File: src/source/rsp_bank_pkg.sv
/*
 * Shared sizes and types of the write-response bank.
 * TotCapa must be a power of two that fits in BankAddrWidth bits, and
 * CntWidth must be wide enough to count up to TotCapa.
 */
`default_nettype none

package rsp_bank_pkg;

  ////////////////////////////////////////////////////////////////////////////
  // Sizes
  ////////////////////////////////////////////////////////////////////////////

  localparam int NumIds        = 4;
  localparam int IdWidth       = 2;
  localparam int TotCapa       = 8;
  localparam int BankAddrWidth = 3;
  localparam int ContentWidth  = 8;
  // One bit more than the address, so a full bank still fits
  localparam int CntWidth      = 4;

  ////////////////////////////////////////////////////////////////////////////
  // Types
  ////////////////////////////////////////////////////////////////////////////

  typedef logic [BankAddrWidth-1:0] bank_addr_t;
  typedef logic [IdWidth-1:0]       axi_id_t;
  typedef logic [ContentWidth-1:0]  content_t;

  // Write response without its handshake, id in the upper bits
  typedef struct packed {
    axi_id_t  id;
    content_t content;
  } wresp_t;

  // Life cycle of one slot
  typedef enum logic [1:0] {
    SLOT_FREE     = 2'd0,
    SLOT_RESERVED = 2'd1,
    SLOT_FILLED   = 2'd2
  } slot_state_e;

endpackage

`default_nettype wire
File: src/source/slot_if.sv
/*
 * Internal bus between the queue control, the slot table and the release
 * arbiter. At most one alloc, one fill and one release per cycle.
 */
`timescale 1ns/1ns
`default_nettype none

interface slot_if;

  // Lowest free slot, and whether one exists
  rsp_bank_pkg::bank_addr_t free_addr;
  logic                     any_free;

  // Reservation, with the new slot linked behind link_from
  logic                     alloc_en;
  rsp_bank_pkg::axi_id_t    alloc_id;
  logic                     link_en;
  rsp_bank_pkg::bank_addr_t link_from;

  // Fill of a reserved slot
  logic                     fill_en;
  rsp_bank_pkg::bank_addr_t fill_addr;
  rsp_bank_pkg::content_t   fill_content;

  // Next-pointer lookups
  rsp_bank_pkg::bank_addr_t mid_addr;
  rsp_bank_pkg::bank_addr_t mid_next;
  rsp_bank_pkg::bank_addr_t head_addr;
  rsp_bank_pkg::bank_addr_t head_next;

  // Release of one head slot
  logic                     release_en;
  rsp_bank_pkg::axi_id_t    release_id;
  rsp_bank_pkg::bank_addr_t release_addr;
  rsp_bank_pkg::content_t   release_content;

  // Head status per identifier
  logic [rsp_bank_pkg::NumIds-1:0] head_filled;
  rsp_bank_pkg::bank_addr_t        head_addr_id [rsp_bank_pkg::NumIds];

  modport queue (
    input  free_addr, any_free, mid_next, head_next, release_en, release_id,
    output alloc_en, alloc_id, link_en, link_from, fill_en, fill_addr, fill_content,
    output mid_addr, head_addr, head_addr_id
  );

  modport tbl (
    input  alloc_en, alloc_id, link_en, link_from, fill_en, fill_addr, fill_content,
    input  mid_addr, head_addr, release_en, release_addr, head_addr_id,
    output free_addr, any_free, mid_next, head_next, head_filled, release_content
  );

  modport arbiter (
    input  head_filled, head_addr_id, release_content,
    output release_en, release_id, release_addr
  );

endinterface

`default_nettype wire

File: src/source/rsp_bank.sv
/*
 * Write-response bank with eight slots shared by four identifiers.
 * Responses leave in reservation order per identifier, only when the
 * release-enable bit of their slot is set.
 */
`timescale 1ns/1ns
`default_nettype none

module rsp_bank (
  input  logic                              clk_i,
  input  logic                              rst_ni,

  // Reservation
  input  rsp_bank_pkg::axi_id_t             i_rsv_id,
  input  logic                              i_rsv_valid,
  output logic                              o_rsv_ready,
  output rsp_bank_pkg::bank_addr_t          o_rsv_addr,

  // Responses from the memory controller
  input  rsp_bank_pkg::wresp_t              i_data,
  input  logic                              i_in_valid,
  output logic                              o_in_ready,

  // Release gating
  input  logic [rsp_bank_pkg::TotCapa-1:0]  i_release_en,
  output logic [rsp_bank_pkg::TotCapa-1:0]  o_released_onehot,

  // Responses to the requester
  output rsp_bank_pkg::wresp_t              o_data,
  output logic                              o_out_valid,
  input  logic                              i_out_ready
);

  slot_if u_slot_if ();

  // Granted slot is the table's lowest free slot
  assign o_rsv_addr = u_slot_if.free_addr;

  slot_table u_slot_table (
    .clk_i  (clk_i),
    .rst_ni (rst_ni),
    .slots  (u_slot_if.tbl)
  );

  id_queue_ctrl u_id_queue_ctrl (
    .clk_i        (clk_i),
    .rst_ni       (rst_ni),
    .i_rsv_valid  (i_rsv_valid),
    .i_rsv_id     (i_rsv_id),
    .i_in_valid   (i_in_valid),
    .i_in_id      (i_data.id),
    .i_in_content (i_data.content),
    .o_rsv_ready  (o_rsv_ready),
    .o_in_ready   (o_in_ready),
    .slots        (u_slot_if.queue)
  );

  release_arbiter u_release_arbiter (
    .clk_i             (clk_i),
    .rst_ni            (rst_ni),
    .i_release_en      (i_release_en),
    .i_out_ready       (i_out_ready),
    .o_out_valid       (o_out_valid),
    .o_out_data        (o_data),
    .o_released_onehot (o_released_onehot),
    .slots             (u_slot_if.arbiter)
  );

endmodule

`default_nettype wire

File: src/source/release_arbiter.sv
/*
 * Picks the lowest identifier whose head slot is filled and enabled, and
 * loads it into a one-entry output register. The release pulse is
 * combinational and falls in the cycle before the register takes the entry.
 */
`timescale 1ns/1ns
`default_nettype none

module release_arbiter (
  input  logic                              clk_i,
  input  logic                              rst_ni,
  input  logic [rsp_bank_pkg::TotCapa-1:0]  i_release_en,
  input  logic                              i_out_ready,
  output logic                              o_out_valid,
  output rsp_bank_pkg::wresp_t              o_out_data,
  output logic [rsp_bank_pkg::TotCapa-1:0]  o_released_onehot,
  slot_if.arbiter                           slots
);

  logic [rsp_bank_pkg::NumIds-1:0] cand;
  logic                            any_cand;
  rsp_bank_pkg::axi_id_t           sel_id;
  logic                            can_load;
  logic                            valid_q;
  rsp_bank_pkg::wresp_t            data_q;

  ////////////////////////////////////////////////////////////////////////////
  // Candidate selection
  ////////////////////////////////////////////////////////////////////////////

  always_comb begin
    for (int i = 0; i < rsp_bank_pkg::NumIds; i++) begin
      cand[i] = slots.head_filled[i] && i_release_en[slots.head_addr_id[i]];
    end
  end

  assign any_cand = |cand;

  // Lowest identifier wins
  always_comb begin
    sel_id = '0;
    for (int i = rsp_bank_pkg::NumIds - 1; i >= 0; i--) begin
      if (cand[i]) begin
        sel_id = rsp_bank_pkg::axi_id_t'(i);
      end
    end
  end

  // Register empty or drained this cycle
  assign can_load = !valid_q || i_out_ready;

  assign slots.release_en   = can_load && any_cand;
  assign slots.release_id   = sel_id;
  assign slots.release_addr = slots.head_addr_id[sel_id];

  always_comb begin
    for (int a = 0; a < rsp_bank_pkg::TotCapa; a++) begin
      o_released_onehot[a] =
          slots.release_en && (slots.release_addr == rsp_bank_pkg::bank_addr_t'(a));
    end
  end

  ////////////////////////////////////////////////////////////////////////////
  // Output register
  ////////////////////////////////////////////////////////////////////////////

  always_ff @(posedge clk_i or negedge rst_ni) begin
    if (!rst_ni) begin
      valid_q <= 1'b0;
    end else if (can_load) begin
      valid_q <= any_cand;
    end
  end

  // Held under back-pressure since release_en is low then
  always_ff @(posedge clk_i) begin
    if (slots.release_en) begin
      data_q.id      <= sel_id;
      data_q.content <= slots.release_content;
    end
  end

  assign o_out_valid = valid_q;
  assign o_out_data  = data_q;

endmodule

`default_nettype wire

File: src/source/id_queue_ctrl.sv
/*
 * Per-identifier linked-list pointers and counters.
 * A fill always goes to the oldest reserved slot of its identifier,
 * so fill order equals reservation order within one identifier.
 */
`timescale 1ns/1ns
`default_nettype none

module id_queue_ctrl (
  input  logic                   clk_i,
  input  logic                   rst_ni,
  input  logic                   i_rsv_valid,
  input  rsp_bank_pkg::axi_id_t  i_rsv_id,
  input  logic                   i_in_valid,
  input  rsp_bank_pkg::axi_id_t  i_in_id,
  input  rsp_bank_pkg::content_t i_in_content,
  output logic                   o_rsv_ready,
  output logic                   o_in_ready,
  slot_if.queue                  slots
);

  typedef logic [rsp_bank_pkg::CntWidth-1:0] cnt_t;

  // Head is the oldest unreleased slot, mid the next to fill, tail the newest
  rsp_bank_pkg::bank_addr_t head_q [rsp_bank_pkg::NumIds];
  rsp_bank_pkg::bank_addr_t head_d [rsp_bank_pkg::NumIds];
  rsp_bank_pkg::bank_addr_t mid_q  [rsp_bank_pkg::NumIds];
  rsp_bank_pkg::bank_addr_t mid_d  [rsp_bank_pkg::NumIds];
  rsp_bank_pkg::bank_addr_t tail_q [rsp_bank_pkg::NumIds];
  rsp_bank_pkg::bank_addr_t tail_d [rsp_bank_pkg::NumIds];

  // Reserved but unfilled, and filled but unreleased
  cnt_t rsv_cnt_q  [rsp_bank_pkg::NumIds];
  cnt_t rsv_cnt_d  [rsp_bank_pkg::NumIds];
  cnt_t fill_cnt_q [rsp_bank_pkg::NumIds];
  cnt_t fill_cnt_d [rsp_bank_pkg::NumIds];

  logic [rsp_bank_pkg::NumIds-1:0] rsv_hit;
  logic [rsp_bank_pkg::NumIds-1:0] fill_hit;
  logic [rsp_bank_pkg::NumIds-1:0] rel_hit;
  // Queue holds nothing once this cycle's release is done
  logic [rsp_bank_pkg::NumIds-1:0] q_empty;

  ////////////////////////////////////////////////////////////////////////////
  // Handshakes and table requests
  ////////////////////////////////////////////////////////////////////////////

  assign o_rsv_ready = slots.any_free;
  // Ready follows valid, as AXI allows
  assign o_in_ready  = i_in_valid && (rsv_cnt_q[i_in_id] != '0);

  assign slots.alloc_en     = i_rsv_valid && slots.any_free;
  assign slots.alloc_id     = i_rsv_id;
  assign slots.link_en      = slots.alloc_en && !q_empty[i_rsv_id];
  assign slots.link_from    = tail_q[i_rsv_id];
  assign slots.fill_en      = o_in_ready;
  assign slots.fill_addr    = mid_q[i_in_id];
  assign slots.fill_content = i_in_content;
  assign slots.mid_addr     = mid_q[i_in_id];
  assign slots.head_addr    = head_q[slots.release_id];
  assign slots.head_addr_id = head_q;

  ////////////////////////////////////////////////////////////////////////////
  // Pointer and counter update
  ////////////////////////////////////////////////////////////////////////////

  always_comb begin
    for (int i = 0; i < rsp_bank_pkg::NumIds; i++) begin
      rsv_hit[i]  = slots.alloc_en && (i_rsv_id == rsp_bank_pkg::axi_id_t'(i));
      fill_hit[i] = slots.fill_en && (i_in_id == rsp_bank_pkg::axi_id_t'(i));
      rel_hit[i]  = slots.release_en && (slots.release_id == rsp_bank_pkg::axi_id_t'(i));
      q_empty[i]  = (rsv_cnt_q[i] == '0) && (fill_cnt_q[i] == cnt_t'(rel_hit[i]));

      rsv_cnt_d[i]  = rsv_cnt_q[i] + cnt_t'(rsv_hit[i]) - cnt_t'(fill_hit[i]);
      fill_cnt_d[i] = fill_cnt_q[i] + cnt_t'(fill_hit[i]) - cnt_t'(rel_hit[i]);

      tail_d[i] = rsv_hit[i] ? slots.free_addr : tail_q[i];

      // New queue starts at the granted slot, else follow the link
      if (rsv_hit[i] && q_empty[i]) begin
        head_d[i] = slots.free_addr;
      end else if (rel_hit[i] && !q_empty[i]) begin
        head_d[i] = slots.head_next;
      end else begin
        head_d[i] = head_q[i];
      end

      // Mid jumps to the new slot when nothing else waits for a fill
      if (rsv_hit[i] && (rsv_cnt_q[i] == cnt_t'(fill_hit[i]))) begin
        mid_d[i] = slots.free_addr;
      end else if (fill_hit[i] && (rsv_cnt_q[i] != cnt_t'(1))) begin
        mid_d[i] = slots.mid_next;
      end else begin
        mid_d[i] = mid_q[i];
      end
    end
  end

  always_ff @(posedge clk_i or negedge rst_ni) begin
    if (!rst_ni) begin
      head_q     <= '{default: '0};
      mid_q      <= '{default: '0};
      tail_q     <= '{default: '0};
      rsv_cnt_q  <= '{default: '0};
      fill_cnt_q <= '{default: '0};
    end else begin
      head_q     <= head_d;
      mid_q      <= mid_d;
      tail_q     <= tail_d;
      rsv_cnt_q  <= rsv_cnt_d;
      fill_cnt_q <= fill_cnt_d;
    end
  end

endmodule

`default_nettype wire

File: src/source/slot_table.sv
/*
 * Slot storage: state, owner, next pointer and payload of every slot.
 * All arrays are flops read combinationally. The queue control keeps
 * alloc, fill and release on distinct slots in any one cycle.
 */
`timescale 1ns/1ns
`default_nettype none

module slot_table (
  input logic clk_i,
  input logic rst_ni,
  slot_if.tbl slots
);

  rsp_bank_pkg::slot_state_e state_q [rsp_bank_pkg::TotCapa];
  rsp_bank_pkg::axi_id_t     owner_q [rsp_bank_pkg::TotCapa];
  rsp_bank_pkg::bank_addr_t  next_q  [rsp_bank_pkg::TotCapa];
  rsp_bank_pkg::content_t    msg_q   [rsp_bank_pkg::TotCapa];

  ////////////////////////////////////////////////////////////////////////////
  // Lowest free slot
  ////////////////////////////////////////////////////////////////////////////

  // Walk down so the lowest free index is the last one kept
  always_comb begin
    slots.free_addr = '0;
    slots.any_free  = 1'b0;
    for (int s = rsp_bank_pkg::TotCapa - 1; s >= 0; s--) begin
      if (state_q[s] == rsp_bank_pkg::SLOT_FREE) begin
        slots.free_addr = rsp_bank_pkg::bank_addr_t'(s);
        slots.any_free  = 1'b1;
      end
    end
  end

  ////////////////////////////////////////////////////////////////////////////
  // Slot state
  ////////////////////////////////////////////////////////////////////////////

  always_ff @(posedge clk_i or negedge rst_ni) begin
    if (!rst_ni) begin
      state_q <= '{default: rsp_bank_pkg::SLOT_FREE};
    end else begin
      if (slots.alloc_en) begin
        state_q[slots.free_addr] <= rsp_bank_pkg::SLOT_RESERVED;
      end
      if (slots.fill_en) begin
        state_q[slots.fill_addr] <= rsp_bank_pkg::SLOT_FILLED;
      end
      // Released slot is free again from the next cycle
      if (slots.release_en) begin
        state_q[slots.release_addr] <= rsp_bank_pkg::SLOT_FREE;
      end
    end
  end

  // Owner, links and payload
  always_ff @(posedge clk_i) begin
    if (slots.alloc_en) begin
      owner_q[slots.free_addr] <= slots.alloc_id;
    end
    // Old tail points to the slot granted in the same cycle
    if (slots.link_en) begin
      next_q[slots.link_from] <= slots.free_addr;
    end
    if (slots.fill_en) begin
      msg_q[slots.fill_addr] <= slots.fill_content;
    end
  end

  ////////////////////////////////////////////////////////////////////////////
  // Lookups
  ////////////////////////////////////////////////////////////////////////////

  assign slots.mid_next        = next_q[slots.mid_addr];
  assign slots.head_next       = next_q[slots.head_addr];
  assign slots.release_content = msg_q[slots.release_addr];

  // A head pointer of an empty queue may be stale, the owner check masks it
  always_comb begin
    for (int i = 0; i < rsp_bank_pkg::NumIds; i++) begin
      slots.head_filled[i] =
          (state_q[slots.head_addr_id[i]] == rsp_bank_pkg::SLOT_FILLED) &&
          (owner_q[slots.head_addr_id[i]] == rsp_bank_pkg::axi_id_t'(i));
    end
  end

endmodule

`default_nettype wire

File: config.mk
export PLATFORM = sky130hd
export DESIGN_NAME = rsp_bank
export DESIGN_NICKNAME = d
export VERILOG_FILES = /design/src/source/rsp_bank_pkg.sv /design/src/source/slot_if.sv /design/src/source/rsp_bank.sv /design/src/source/release_arbiter.sv /design/src/source/id_queue_ctrl.sv /design/src/source/slot_table.sv
export SDC_FILE = /design/constraint.sdc
export NUM_CORES = 1
export LEC_CHECK = 0
export BUFFER_PORTS_ARGS = -buffer_cell sky130_fd_sc_hd__buf_4
export CAP_MARGIN = 20
export CORE_ASPECT_RATIO = 0.6
export CORE_MARGIN = 2
export CORE_UTILIZATION = 30
export CTS_CLUSTER_SIZE = 30
export DETAILED_ROUTE_END_ITERATION = 16
export GPL_TIMING_DRIVEN = 0
export HOLD_SLACK_MARGIN = 0.15
export REMOVE_ABC_BUFFERS = 1
export SYNTH_ARGS = -nofsm -noshare
export SYNTH_HDL_FRONTEND = slang
export SYNTH_SLANG_ARGS = --single-unit
File: constraint.sdc
create_clock -name clk_i -period 4.45 [get_ports clk_i]
set_clock_uncertainty 0.05 [all_clocks]
set_input_delay 0.445 -clock clk_i [delete_from_list [all_inputs] [get_ports clk_i]]
set_output_delay 0.445 -clock clk_i [all_outputs]
set_load 0.005 [all_outputs]
After elaboration in Yosys (flattened, before gate mapping)
Memories as Yosys holds them, arrays and structs flattened. A register that Yosys moved wholly into a read port is not among the register bits. Index checks and enable logic that the tools add are counted.

Reduce and logical (&&, ||, !) cells: 89. Bitwise operators: 18. Equality and inequality tests: 35. $add $sub $neg: 16. Order comparisons: 18. Muxes and demuxes: 85.

Operators by type and width (count): $mux W3 (30); $logic_and A1 B1 Y1 (55); $mux W16 (3); $add A4 B1 Y4 (8); $eq A4 B1 Y1 (8); $sub A4 B1 Y4 (8); $mux W2 (15); $ge A4 B4 Y1 const B (7); $not A3 Y4 (7); $bmux W2 S3 (4); $eq A2 B2 Y1 const B (12); $logic_not A2 Y1 (12); $mux W1 (19); $bmux W3 S2 (3); $demux W2 S3 (3); $and A16 B16 Y16 (1); $and A8 B8 Y8 (2); $logic_not A4 Y1 (4); $lt A3 B4 Y1 const B (4); $ne A4 B1 Y1 const B (4); $not A16 Y16 (1); $not A8 Y8 (2); $or A8 B8 Y8 (2); $reduce_bool A2 Y1 (8); other kinds (17) (39).

Logic and storage cells: 294. Memories: 3. Bits in registers: 87. Bits of input ports: 25. Memory bits (writable): 104. Output and inout port bits: 24.

Memories: u_slot_table.msg_q (depth 8, width 8, read ports 1, clocked after memory_dff 1, write ports 1, RTL line slot_table.sv:18) `rsp_bank_pkg::content_t msg_q [rsp_bank_pkg::TotCapa];`; u_slot_table.next_q (depth 8, width 3, read ports 2, clocked after memory_dff 0, write ports 1, RTL line slot_table.sv:17) `rsp_bank_pkg::bank_addr_t next_q [rsp_bank_pkg::TotCapa];`; u_slot_table.owner_q (depth 8, width 2, read ports 4, clocked after memory_dff 0, write ports 1, RTL line slot_table.sv:16) `rsp_bank_pkg::axi_id_t owner_q [rsp_bank_pkg::TotCapa];`.

Depth between registers and ports, before layout
Gate-level depths: netlist of run 1.

Word-level depth: 23. Depth in mapped cells: 18. Gate-level depth less buffers: 17.

Modules after synthesis
A second synthesis of run 1 with hierarchy kept.

Cell total of the unflattened synthesis: 852. Area total of the unflattened synthesis: 10948.0 µm².

Modules (own cells, without submodules): slot_table (cells each 364, sequential area each 3523.4 µm², instances 1, area each 5536.6 µm²); id_queue_ctrl (cells each 419, sequential area each 1701.6 µm², instances 1, area each 4526.8 µm²); release_arbiter (cells each 69, sequential area each 325.3 µm², instances 1, area each 884.6 µm²).

Least setup slack after synthesis of run 1
Ideal clock, no wire load.

Path kind: input-to-reg. Start point: input port i_release_en[1] (netlist name). End point: memory u_slot_table.next_q[0][0] (netlist name), enable pin. Path slack: 1.070 ns. Library setup time: 0.319 ns. Data required time: 4.081 ns. Stages: 16. Buffers on the path: 0. Arrival: 3.011 ns. Cell sequence: and4bb_1 > a32o_1 > mux4_2 > inv_4 > nand2b_1 > nor2_1 > nand2_1 > inv_1 > ha_1 > nand3_1 > nor3_1 > nand2_1 > o211ai_1 > a21oi_1 > nand2b_1 > nor2_1.

Word-level cells in the longest chain between the ends: 17. Elaborated cells between the ends (all ways): 40. Those cells by class: eq/ne: 7; mux: 16; reduce/logical: 17.

RTL lines: start: declaration (RTL line rsp_bank.sv:25) `input logic [rsp_bank_pkg::TotCapa-1:0] i_release_en,`; $bmux W1 S3 (RTL line release_arbiter.sv:33) `cand[i] = slots.head_filled[i] && i_release_en[slots.head_addr_id[i]];`; $mux W1 (implied by the code) (RTL line release_arbiter.sv:33); $logic_and A1 B1 Y1 (RTL line release_arbiter.sv:33); $mux W2 (4 in a row) (RTL line release_arbiter.sv:43) `if (cand[i]) begin`; $eq A2 B1 Y1 (tied with other cells) (RTL line id_queue_ctrl.sv:71) `rel_hit[i] = slots.release_en && (slots.release_id == rsp_bank_pkg::axi_id_t'(i));`; $logic_and A1 B1 Y1 (RTL line id_queue_ctrl.sv:71); $eq A4 B1 Y1 (RTL line id_queue_ctrl.sv:72) `q_empty[i] = (rsv_cnt_q[i] == '0) && (fill_cnt_q[i] == cnt_t'(rel_hit[i]));`; $logic_and A1 B1 Y1 (RTL line id_queue_ctrl.sv:72); $bmux W1 S2 * (RTL line id_queue_ctrl.sv:54) `assign slots.link_en = slots.alloc_en && !q_empty[i_rsv_id];`; $mux W1 (implied by the code) * (RTL line id_queue_ctrl.sv:54); $logic_not A1 Y1 * (RTL line id_queue_ctrl.sv:54); $logic_and A1 B1 Y1 * (RTL line id_queue_ctrl.sv:54); $mux W1 * (RTL line slot_table.sv:63) `if (slots.link_en) begin`; $mux W1 (implied by the code) * (RTL line slot_table.sv:64) `next_q[slots.link_from] <= slots.free_addr;`; end: declaration (RTL line slot_table.sv:17).

Mark *: on every way between the ends. The rest lies on a longest branch, timed or not. The select of a mux whose other input is x is not followed.

Worst setup path after layout of run 1
Start point: register u_id_queue_ctrl.head_q, in the netlist u_id_queue_ctrl.slots.head_addr_id[6]. End point: memory u_slot_table.next_q[3][0] (netlist name), enable pin.

Word-level cells in the longest chain between the ends: 19. Elaborated cells between the ends (all ways): 37. Those cells by class: eq/ne: 9; mux: 11; bitwise: 1; reduce/logical: 15; memory: 1.

RTL lines: start: declaration (RTL line id_queue_ctrl.sv:25) `rsp_bank_pkg::bank_addr_t head_q [rsp_bank_pkg::NumIds];`; start signal: assignment (RTL line id_queue_ctrl.sv:101) `head_q <= '{default: '0};`; start signal: assignment (RTL line id_queue_ctrl.sv:107) `head_q <= head_d;`; $not A3 Y4 (implied by the code) (RTL line slot_table.sv:83) `(state_q[slots.head_addr_id[i]] == rsp_bank_pkg::SLOT_FILLED) &&`; $bmux W2 S3 (RTL line slot_table.sv:83); $mux W2 (implied by the code) (2 in a row) (RTL line slot_table.sv:83); $eq A2 B2 Y1 (RTL line slot_table.sv:83); $logic_and A1 B1 Y1 (RTL line slot_table.sv:83); $logic_and A1 B1 Y1 * (RTL line release_arbiter.sv:33); $mux W2 (2 in a row) (RTL line release_arbiter.sv:43); $eq A2 B1 Y1 (tied with other cells) (RTL line id_queue_ctrl.sv:71); $logic_and A1 B1 Y1 (RTL line id_queue_ctrl.sv:71); $eq A4 B1 Y1 (RTL line id_queue_ctrl.sv:72); $logic_and A1 B1 Y1 (RTL line id_queue_ctrl.sv:72); $bmux W1 S2 * (RTL line id_queue_ctrl.sv:54); $mux W1 (implied by the code) * (RTL line id_queue_ctrl.sv:54); $logic_not A1 Y1 * (RTL line id_queue_ctrl.sv:54); $logic_and A1 B1 Y1 * (RTL line id_queue_ctrl.sv:54); $mux W1 * (RTL line slot_table.sv:63); $mux W1 (implied by the code) * (RTL line slot_table.sv:64).

Marked as above.

==> results of run 1 <==
metal layers:
metal,GRT usage,up-vias,wire (µm),share of wire
li1,-,3388,-,-
met1,0.2411,3618,13440,0.51
met2,0.1956,255,10470,0.40
met3,0.03994,11,2182,0.083
met4,0.02515,0,116,0.0044
met5,0,-,0,0
sequential cells by signal, summed over array words and instances (netlist names):
| register | flops |
|---|---|
| u_slot_table.msg_q | 64 |
| u_slot_table.next_q | 24 |
| u_id_queue_ctrl.fill_cnt_q | 16 |
| u_id_queue_ctrl.rsv_cnt_q | 16 |
| u_slot_table.owner_q | 16 |
| u_slot_table.state_q | 16 |
| u_id_queue_ctrl.mid_q | 12 |
| u_id_queue_ctrl.slots.head_addr_id | 12 |
| u_id_queue_ctrl.tail_q | 12 |
| u_release_arbiter.o_out_data | 10 |
| u_release_arbiter.o_out_valid | 1 |
cell families (layout without fill, tap and decap cells):
group	count (synthesis)	count (layout)	synth area share
mux	51	51	0.06702
flops	199	199	0.5386
fa+ha+maj	48	48	0.06411
simple gates	339	339	0.1603
xor+xnor	16	16	0.01360
buf+inv	113	177	0.04699
compound gates	147	147	0.1094
Yosys cell counts, types with 5 or more instances:
master | n | area share
sky130_fd_sc_hd__xor2_1 | 10 | 0.0085
sky130_fd_sc_hd__a21oi_1 | 13 | 0.0063
sky130_fd_sc_hd__ha_1 | 40 | 0.049
sky130_fd_sc_hd__nand4bb_1 | 5 | 0.0055
sky130_fd_sc_hd__nor2_1 | 122 | 0.044
sky130_fd_sc_hd__xnor2_1 | 6 | 0.0051
sky130_fd_sc_hd__a21o_1 | 10 | 0.0073
sky130_fd_sc_hd__dfrtp_1 | 85 | 0.21
sky130_fd_sc_hd__buf_2 | 11 | 0.0053
sky130_fd_sc_hd__clkbuf_1 | 12 | 0.0044
sky130_fd_sc_hd__nand3_1 | 28 | 0.014
sky130_fd_sc_hd__and3_1 | 11 | 0.0067
sky130_fd_sc_hd__nand2_1 | 90 | 0.033
sky130_fd_sc_hd__fa_1 | 8 | 0.016
sky130_fd_sc_hd__nand4b_1 | 8 | 0.0068
sky130_fd_sc_hd__inv_1 | 79 | 0.029
sky130_fd_sc_hd__mux4_2 | 13 | 0.028
sky130_fd_sc_hd__o211ai_1 | 13 | 0.0095
sky130_fd_sc_hd__o32ai_1 | 6 | 0.0051
sky130_fd_sc_hd__nor2b_1 | 11 | 0.0067
sky130_fd_sc_hd__o21ai_1 | 17 | 0.0083
sky130_fd_sc_hd__nor3_1 | 16 | 0.0078
sky130_fd_sc_hd__o21ai_0 | 29 | 0.014
sky130_fd_sc_hd__edfxtp_1 | 114 | 0.33
sky130_fd_sc_hd__mux2_2 | 13 | 0.014
sky130_fd_sc_hd__o22ai_1 | 7 | 0.0042
sky130_fd_sc_hd__nand2b_1 | 13 | 0.0079
sky130_fd_sc_hd__a221oi_1 | 5 | 0.0042
sky130_fd_sc_hd__mux2i_1 | 24 | 0.023
cell type report:
class                   count  area [µm²]  share of cell area
flip-flops and latches    199        5550              0.4660
inverters                  83       317.8             0.02668
repair buffers             62       550.5             0.04622
multi-input cells         601        4323              0.3630
clock inverters            11       101.3            0.008509
clock buffers              21       493.0             0.04139
well taps                 459       574.3             0.04822
worst max-delay path by stage:
stage               slack (ns)  cells after the start                                     to
global placement         -2.13                      8  u_id_queue_ctrl.slots.head_addr_id[3]
detailed placement        0.02                     16              u_slot_table.next_q[5][0]
CTS                      0.006                      9                   o_released_onehot[3]
global route             -0.02                     16              u_slot_table.next_q[3][0]
floorplan                 0.03                      8                   o_released_onehot[4]
finish                    0.15                     16              u_slot_table.next_q[3][0]
worst max-delay path, delay by kind of cell, from the launching register on:
family          cells  cell delay [ns]
simple gates        9             1.54
compound gates      3             0.69
flops               1             0.60
mux                 1             0.60
buf+inv             2             0.25
fa+ha+maj           1             0.24
power by group through the flow:
stage                     logic [W]  clock network, W  registers (W)
after floorplan             0.00335                 0        0.00305
after global placement      0.00473                 0        0.00321
after detailed placement    0.00501                 0        0.00322
after CTS                   0.00503           0.00158        0.00319
after global routing        0.00565           0.00167        0.00328
final                       0.00512           0.00155        0.00321
per-stage QoR:
step / util / hold WS (ns) / total power [W]
floorplan: - / 0.09941 / 0.006399
global placement: 0.3278 / 0.4066 / 0.007944
detailed placement: 0.3331 / 0.3157 / 0.008228
CTS: 0.3510 / 0.1641 / 0.009806
global route: 0.3527 / 0.1593 / 0.01060
finish: 0.3527 / 0.1795 / 0.009889
timing repair:
item,in CTS,in global routing
hold buffers,1,0
buffers inserted,0,2
hold endpoints to repair,18,0
gates resized for setup,0,6
setup endpoints to repair,0,31
==> qor_table.md, run 1 <==
| Step | Parameter | This run |
| --- | --- | --- |
| critical path | Critical Path Start Type | flip-flop |
| grt | Wire length of the first global-routing pass | 40650 µm |
| critical path | FF-to-FF path depth | 16 |
| place | Placed insts | 1400 |
| die | Die footprint | 35900 µm² |
| drt | Drt via density | 5.064 |
| flow run | Number of violations of the max-capacitance limit | 0 |
| place | Half-perimeter wire length after detailed placement | 19170 µm |
| place | Routability congestion estimate from global placement | 0.8630 |
| critical path | Ordered list of cells on the worst path | and2b_2, a32o_1, mux4_2, inv_4, nand2b_1, nor2_1, nand2_1, inv_1, ha_1, nand3_1, nor3_1, nand2_1, o211ai_1, a21oi_2, nand2_1, nor2_1 |
| die | Number of I/O pins | 49 |
| power | Clock network fraction of design power | 0.157 |
| min path | Min-Delay Path Class | in2reg |
| die | Area of the core | 33770 µm² |
| min path | Instance count along the most critical hold path | 1 |
| timing | Total negative setup slack | 0 ns |
| cts | Insertion delay of the later-clocked pin in the worst-skew pair | 0.45 ns |
| drt | Drt pass-1 iters | 5 |
| power | P_int | 0.005530 W |
| logic synthesis | Post-synthesis instance area | 10300 µm² |
| drt | Via count | 7272 |
| logic synthesis | Portion of the post-synthesis area used by sequential elements | 0.5386 |
| drt | Initial DRC Count | 899 |
| layout | N_diodes | 0 |
| die | Die Span X | 243.3 µm |
| grt | Pin count of the biggest net entering global routing | 68 |
| cts | CTS Buf Count | 17 |
| die | Initial standard-cell utilization of the core | 0.3052 |
| cts | Clock H-tree levels | 4 |
| critical path | Register-to-register setup slack | 0.15 ns |
| layout | Most used cells in the layout excluding fill and tap cells | 119 x sky130_fd_sc_hd__nor2_1, 114 x sky130_fd_sc_hd__edfxtp_1, 90 x sky130_fd_sc_hd__nand2_1 |
| grt | Global Route Usage Sum | 0.1491 |
| min path | Hold-critical path endpoint | u_slot_table.msg_q[4][0] |
| logic synthesis | Share of synthesized registers carrying an async set or reset | 0.4271 |
| die | Height of the die | 147.6 µm |
| timing | Max-slew violation count | 0 |
| layout | Layout-stage area growth over the synthesis result | 15.58% |
| timing | Period minus WS final | 4.301 ns |
| power | Power density cells | 830.3 nW/µm² |
| layout | Commonest non-fill, non-tap cell in the layout | sky130_fd_sc_hd__nor2_1 |
| cts | Bufs on Longest Clock Path | 2 |
| drt | Total wire length | 26200 µm |
| critical path | Startpoint of the lowest-slack register-to-register path | u_id_queue_ctrl.slots.head_addr_id[6] |
| critical path | Type of the setup path with the least slack | reg2reg |
| power | Peak VDD IR | 0.0003372 V |
| place | Post-detailed-placement cell area | 11250 µm² |
| logic synthesis | Synthesized instance count | 913 |
| logic synthesis | Synthesized area divided by synthesized cell count | 11.29 µm² |
| critical path | CP max FO | 10 |
| critical path | Startpoint of the worst setup timing path | u_id_queue_ctrl.slots.head_addr_id[6] |
| cts | Clock tree from TritonCTS | done |
| die | Row count | 52 |
| timing | Number of setup violations in the final report | 0 |
| min path | Hold_sp | i_data[0] |
| timing | Tightest slew margin relative to the limit | 0.1789 |
| timing | Final cycle utilization of the critical path | 0.9665 |
| timing | Number of failing hold endpoints at the final stage | 0 |
| cts | Clock slew seen by the registers of the worst setup and hold paths | 0.07 ns |
| critical path | Crit path top cell by count | sky130_fd_sc_hd__nand2_1 |
| layout | Layout net count | 1037 |
| grt | Number of global-route vias before repair | 6843 |
| critical path | CP Data Arrival Time | 4.37 ns |
| drt | Drt drc | 0 |
| timing | Least setup slack across all paths after layout | 0.1489 ns |
| cts | Clock sink count | 199 |
| layout | Number of fill cells | 3263 |
| drt | Routed Antenna Nets | 0 |
| layout | Cell area after layout | 11910 µm² |
| power | Switching share of total power | 0.4408 |
| layout | Non-filler cells in the finished layout | 1436 |
| critical path | CP max-delay cell | sky130_fd_sc_hd__dfrtp_1 |
| logic synthesis | Yosys warns | 0 |
| power | Sequential group share of total power | 0.325 |
| grt | Initial antenna violation count | 0 |
| critical path | Worst path max stage delay | 0.60 ns |
| logic synthesis | Primary flip-flop cell chosen by synthesis mapping | sky130_fd_sc_hd__edfxtp_1 |
| power | Total net switching power | 0.004358 W |
| place | Number of port buffers | 48 |
| critical path | Setup crit end kind | flip-flop |
| critical path | Reg2reg end | u_slot_table.next_q[3][0] |
| power | Leakage power | 4.739 nW |
| critical path | WP data required | 4.52 ns |
| timing | FMAX | 232.5 MHz |
| logic synthesis | Number of flops mapped to enable cells by yosys | 114 |
| grt | Total gr overflow | 0 |
| layout | Layout cell share with drive strength beyond 1 | 0.1566 |
| outcome | Outcome | finished, final reports clean |
| drt | Post-DR wirelength/cell | 18.25 µm |
| cts | Cell at the root of the clock tree | sky130_fd_sc_hd__clkbuf_16 |
| logic synthesis | FF+latch count, synth | 199 |
| logic synthesis | Distinct cell type count of the synthesized netlist | 84 |
| timing | Slew at the pin closest to its max-slew limit | 1.219 ns |
| power | Combinational group share of total power | 0.518 |
| place | Minimum setup slack after placement | 0.02354 ns |
(Power assumes the default switching activity.)
==> inputs of run 2 (changes only) <==
--- a/config.mk
+++ b/config.mk
@@ -14,6 +14,7 @@
 export DETAILED_ROUTE_END_ITERATION = 16
 export GPL_TIMING_DRIVEN = 0
 export HOLD_SLACK_MARGIN = 0.15
+export MAX_ROUTING_LAYER = met4
 export REMOVE_ABC_BUFFERS = 1
 export SYNTH_ARGS = -nofsm -noshare
 export SYNTH_HDL_FRONTEND = slang
==> run 2 against run 1 <==
Design area is the same; die area is the same; critical path depth is the same; global-route usage grew 0.47 points; combinational power is essentially flat; cell count is the same; via count shrank 0.59%; total power is essentially flat; hold slack gained 0.0022 ns; worst setup slack gained 0.028 ns; sequential power is essentially flat; critical path type unchanged; largest power group unchanged.
==> qor_table.md, run 2 (same netlist as run 1, synthesis figures left out) <==
| Step | Parameter | This run |
| --- | --- | --- |
| die | Row count | 52 |
| die | Die Span X | 243.3 µm |
| power | Pwr Total | 0.009884 W |
| critical path | Crit path top cell by count | sky130_fd_sc_hd__nand2_1 |
| die | Height of the die | 147.6 µm |
| drt | Routed length on met2 | 10480 µm |
| layout | Layout net count | 1037 |
| power | Sequential group share of total power | 0.325 |
| place | Minimum setup slack after placement | 0.02354 ns |
| cts | Insertion delay of the later-clocked pin in the worst-skew pair | 0.45 ns |
| timing | Number of failing hold endpoints at the final stage | 0 |
| power | Peak VDD IR | 0.0003414 V |
| drt | Met1 routed wirelength after detailed routing | 13710 µm |
| die | Initial standard-cell utilization of the core | 0.3052 |
| drt | Routed length on met3 | 1894 µm |
| critical path | Critical Path Start Type | flip-flop |
| timing | Number of setup violations in the final report | 0 |
| grt | Wire length of the first global-routing pass | 40700 µm |
| layout | Most used cells in the layout excluding fill and tap cells | 119 x sky130_fd_sc_hd__nor2_1, 114 x sky130_fd_sc_hd__edfxtp_1, 90 x sky130_fd_sc_hd__nand2_1 |
| drt | Routed Antenna Nets | 0 |
| timing | Period minus WS final | 4.274 ns |
| layout | Register bank with the most flops | u_slot_table.msg_q |
| power | Clock network fraction of design power | 0.157 |
| timing | Least setup slack across all paths after layout | 0.1765 ns |
| drt | Drt pass-1 iters | 5 |
| min path | Min-Delay Path Class | in2reg |
| layout | Layout cell share with drive strength beyond 1 | 0.1566 |
| drt | Post-DR wirelength/cell | 18.28 µm |
| drt | Initial DRC Count | 966 |
| timing | Final cycle utilization of the critical path | 0.9603 |
| timing | FMAX | 234.0 MHz |
| layout | Registers with the most flip-flops | u_slot_table.msg_q x64, u_slot_table.next_q x24 |
| critical path | CP Data Arrival Time | 4.34 ns |
| layout | Layout-stage area growth over the synthesis result | 15.58% |
| drt | Highest metal layer used by the detailed router | met4 |
| grt | Initial antenna violation count | 0 |
| power | Leakage power | 4.739 nW |
| critical path | Type of the setup path with the least slack | reg2reg |
| flow run | Number of violations of the max-capacitance limit | 0 |
| drt | Total wire length | 26250 µm |
| power | Power density cells | 829.9 nW/µm² |
| power | Combinational group share of total power | 0.518 |
| layout | Commonest non-fill, non-tap cell in the layout | sky130_fd_sc_hd__nor2_1 |
| cts | CTS Buf Count | 17 |
| critical path | Setup crit end kind | flip-flop |
| timing | Tightest slew margin relative to the limit | 0.2082 |
| layout | Non-filler cells in the finished layout | 1436 |
| place | Number of port buffers | 48 |
| cts | Clock tree from TritonCTS | done |
| critical path | Register-to-register setup slack | 0.18 ns |
| critical path | WP data required | 4.52 ns |
| die | Number of I/O pins | 49 |
| critical path | Ordered list of cells on the worst path | and2b_2, a32o_1, mux4_2, inv_4, nand2b_1, nor2_1, nand2_1, inv_1, ha_1, nand3_1, nor3_1, nand2_1, o211ai_1, a21oi_2, nand2_1, nor2_1 |
| grt | Total gr overflow | 0 |
| drt | Drt drc | 0 |
| cts | Clock slew seen by the registers of the worst setup and hold paths | 0.08 ns |
| grt | Global Route Usage Sum | 0.1538 |
| timing | Max-slew violation count | 0 |
| timing | Slew at the pin closest to its max-slew limit | 1.175 ns |
| drt | Drt via density | 5.034 |
| cts | Clock sink count | 199 |
| die | Area of the core | 33770 µm² |
| grt | Pin count of the biggest net entering global routing | 68 |
| cts | Bufs on Longest Clock Path | 2 |
| critical path | Worst path max stage delay | 0.60 ns |
| die | Die footprint | 35900 µm² |
| cts | Clock H-tree levels | 4 |
| power | P_int | 0.005530 W |
| grt | Number of global-route vias before repair | 6818 |
| outcome | Outcome | finished, final reports clean |
| drt | Via count | 7229 |
| cts | Cell at the root of the clock tree | sky130_fd_sc_hd__clkbuf_16 |
| critical path | CP max FO | 10 |
| layout | Number of flip-flops under the largest register name | 64 |
| place | Half-perimeter wire length after detailed placement | 19170 µm |
| place | Routability congestion estimate from global placement | 0.8770 |
| power | Total net switching power | 0.004354 W |
| power | Switching share of total power | 0.4405 |
| critical path | CP max-delay cell | sky130_fd_sc_hd__mux4_2 |
| layout | N_diodes | 0 |
| layout | Final core utilization | 0.3527 |
| place | Placed insts | 1400 |
==> run 2: cell counts in the layout (fill, tap and decap cells not counted) <==
No cell type changed its count.
==> run 2: stage by stage <==
| stage | area [µm²] | hold WS (ns) | setup TNS [ns] |
|---|---|---|---|
| floorplan | 10130 | 0.09941 | 0 |
| global placement | 11070 | 0.4066 | -73.99 |
| detailed placement | 11250 | 0.3157 | 0 |
| CTS | 11850 | 0.1641 | 0 |
| global route | 11910 | 0.1593 | -0.05125 |
| finish | 11910 | 0.1818 | 0 |
==> run 2: repair_timing <==
action	4_1_cts	5_1_grt
hold endpoints to repair	18	0
endpoints found under the setup margin	0	31
hold buffers	1	0
resized for setup	0	6
setup buffers	0	2
==> run 2: cell type report <==
cell class | count | area [µm²]
timing repair buffer | 62 | 550.5
multi-input combinational | 601 | 4323
tap | 459 | 574.3
clock inverter | 11 | 101.3
fill | 3263 | 21860
sequential | 199 | 5550
inverter | 83 | 317.8
clock buffer | 21 | 493.0
==> run 2: power by group through the flow <==
stage	Clock [W]	Sequential [W]	Combinational [W]
3_3_place_gp	0	0.00321	0.00473
6_report	0.00155	0.00321	0.00512
5_1_grt	0.00167	0.00328	0.00565
2_1_floorplan	0	0.00305	0.00335
4_1_cts	0.00158	0.00319	0.00503
3_5_place_dp	0	0.00322	0.00501
==> run 2: worst max-delay path, delay by kind of cell, from the launching register on <==
kind	cells	cell delay, ns
fa+ha+maj	1	0.24
simple gates	9	1.53
mux	1	0.60
buf+inv	2	0.25
compound gates	3	0.68
flops	1	0.59
==> run 2: final timing paths <==
check	cells past startpoint	start	end
max	16	u_id_queue_ctrl.slots.head_addr_id[6]	u_slot_table.next_q[3][0]
min	1	i_data[5]	u_slot_table.msg_q[2][5]
max reg2reg	16	u_id_queue_ctrl.slots.head_addr_id[6]	u_slot_table.next_q[3][0]
min reg2reg	2	u_id_queue_ctrl.tail_q[7]	u_id_queue_ctrl.tail_q[7]
max in group asynchronous	3	rst_ni	u_id_queue_ctrl.mid_q[7]
min in group asynchronous	2	rst_ni	u_slot_table.state_q[2]
==> run 2: layer usage <==
metal  global-route usage  vias to the layer above
met4              0.02515                        0
li1                     -                     3380
met3              0.03758                       17
met2               0.1956                      227
met1               0.2430                     3605
met5                    -                        -
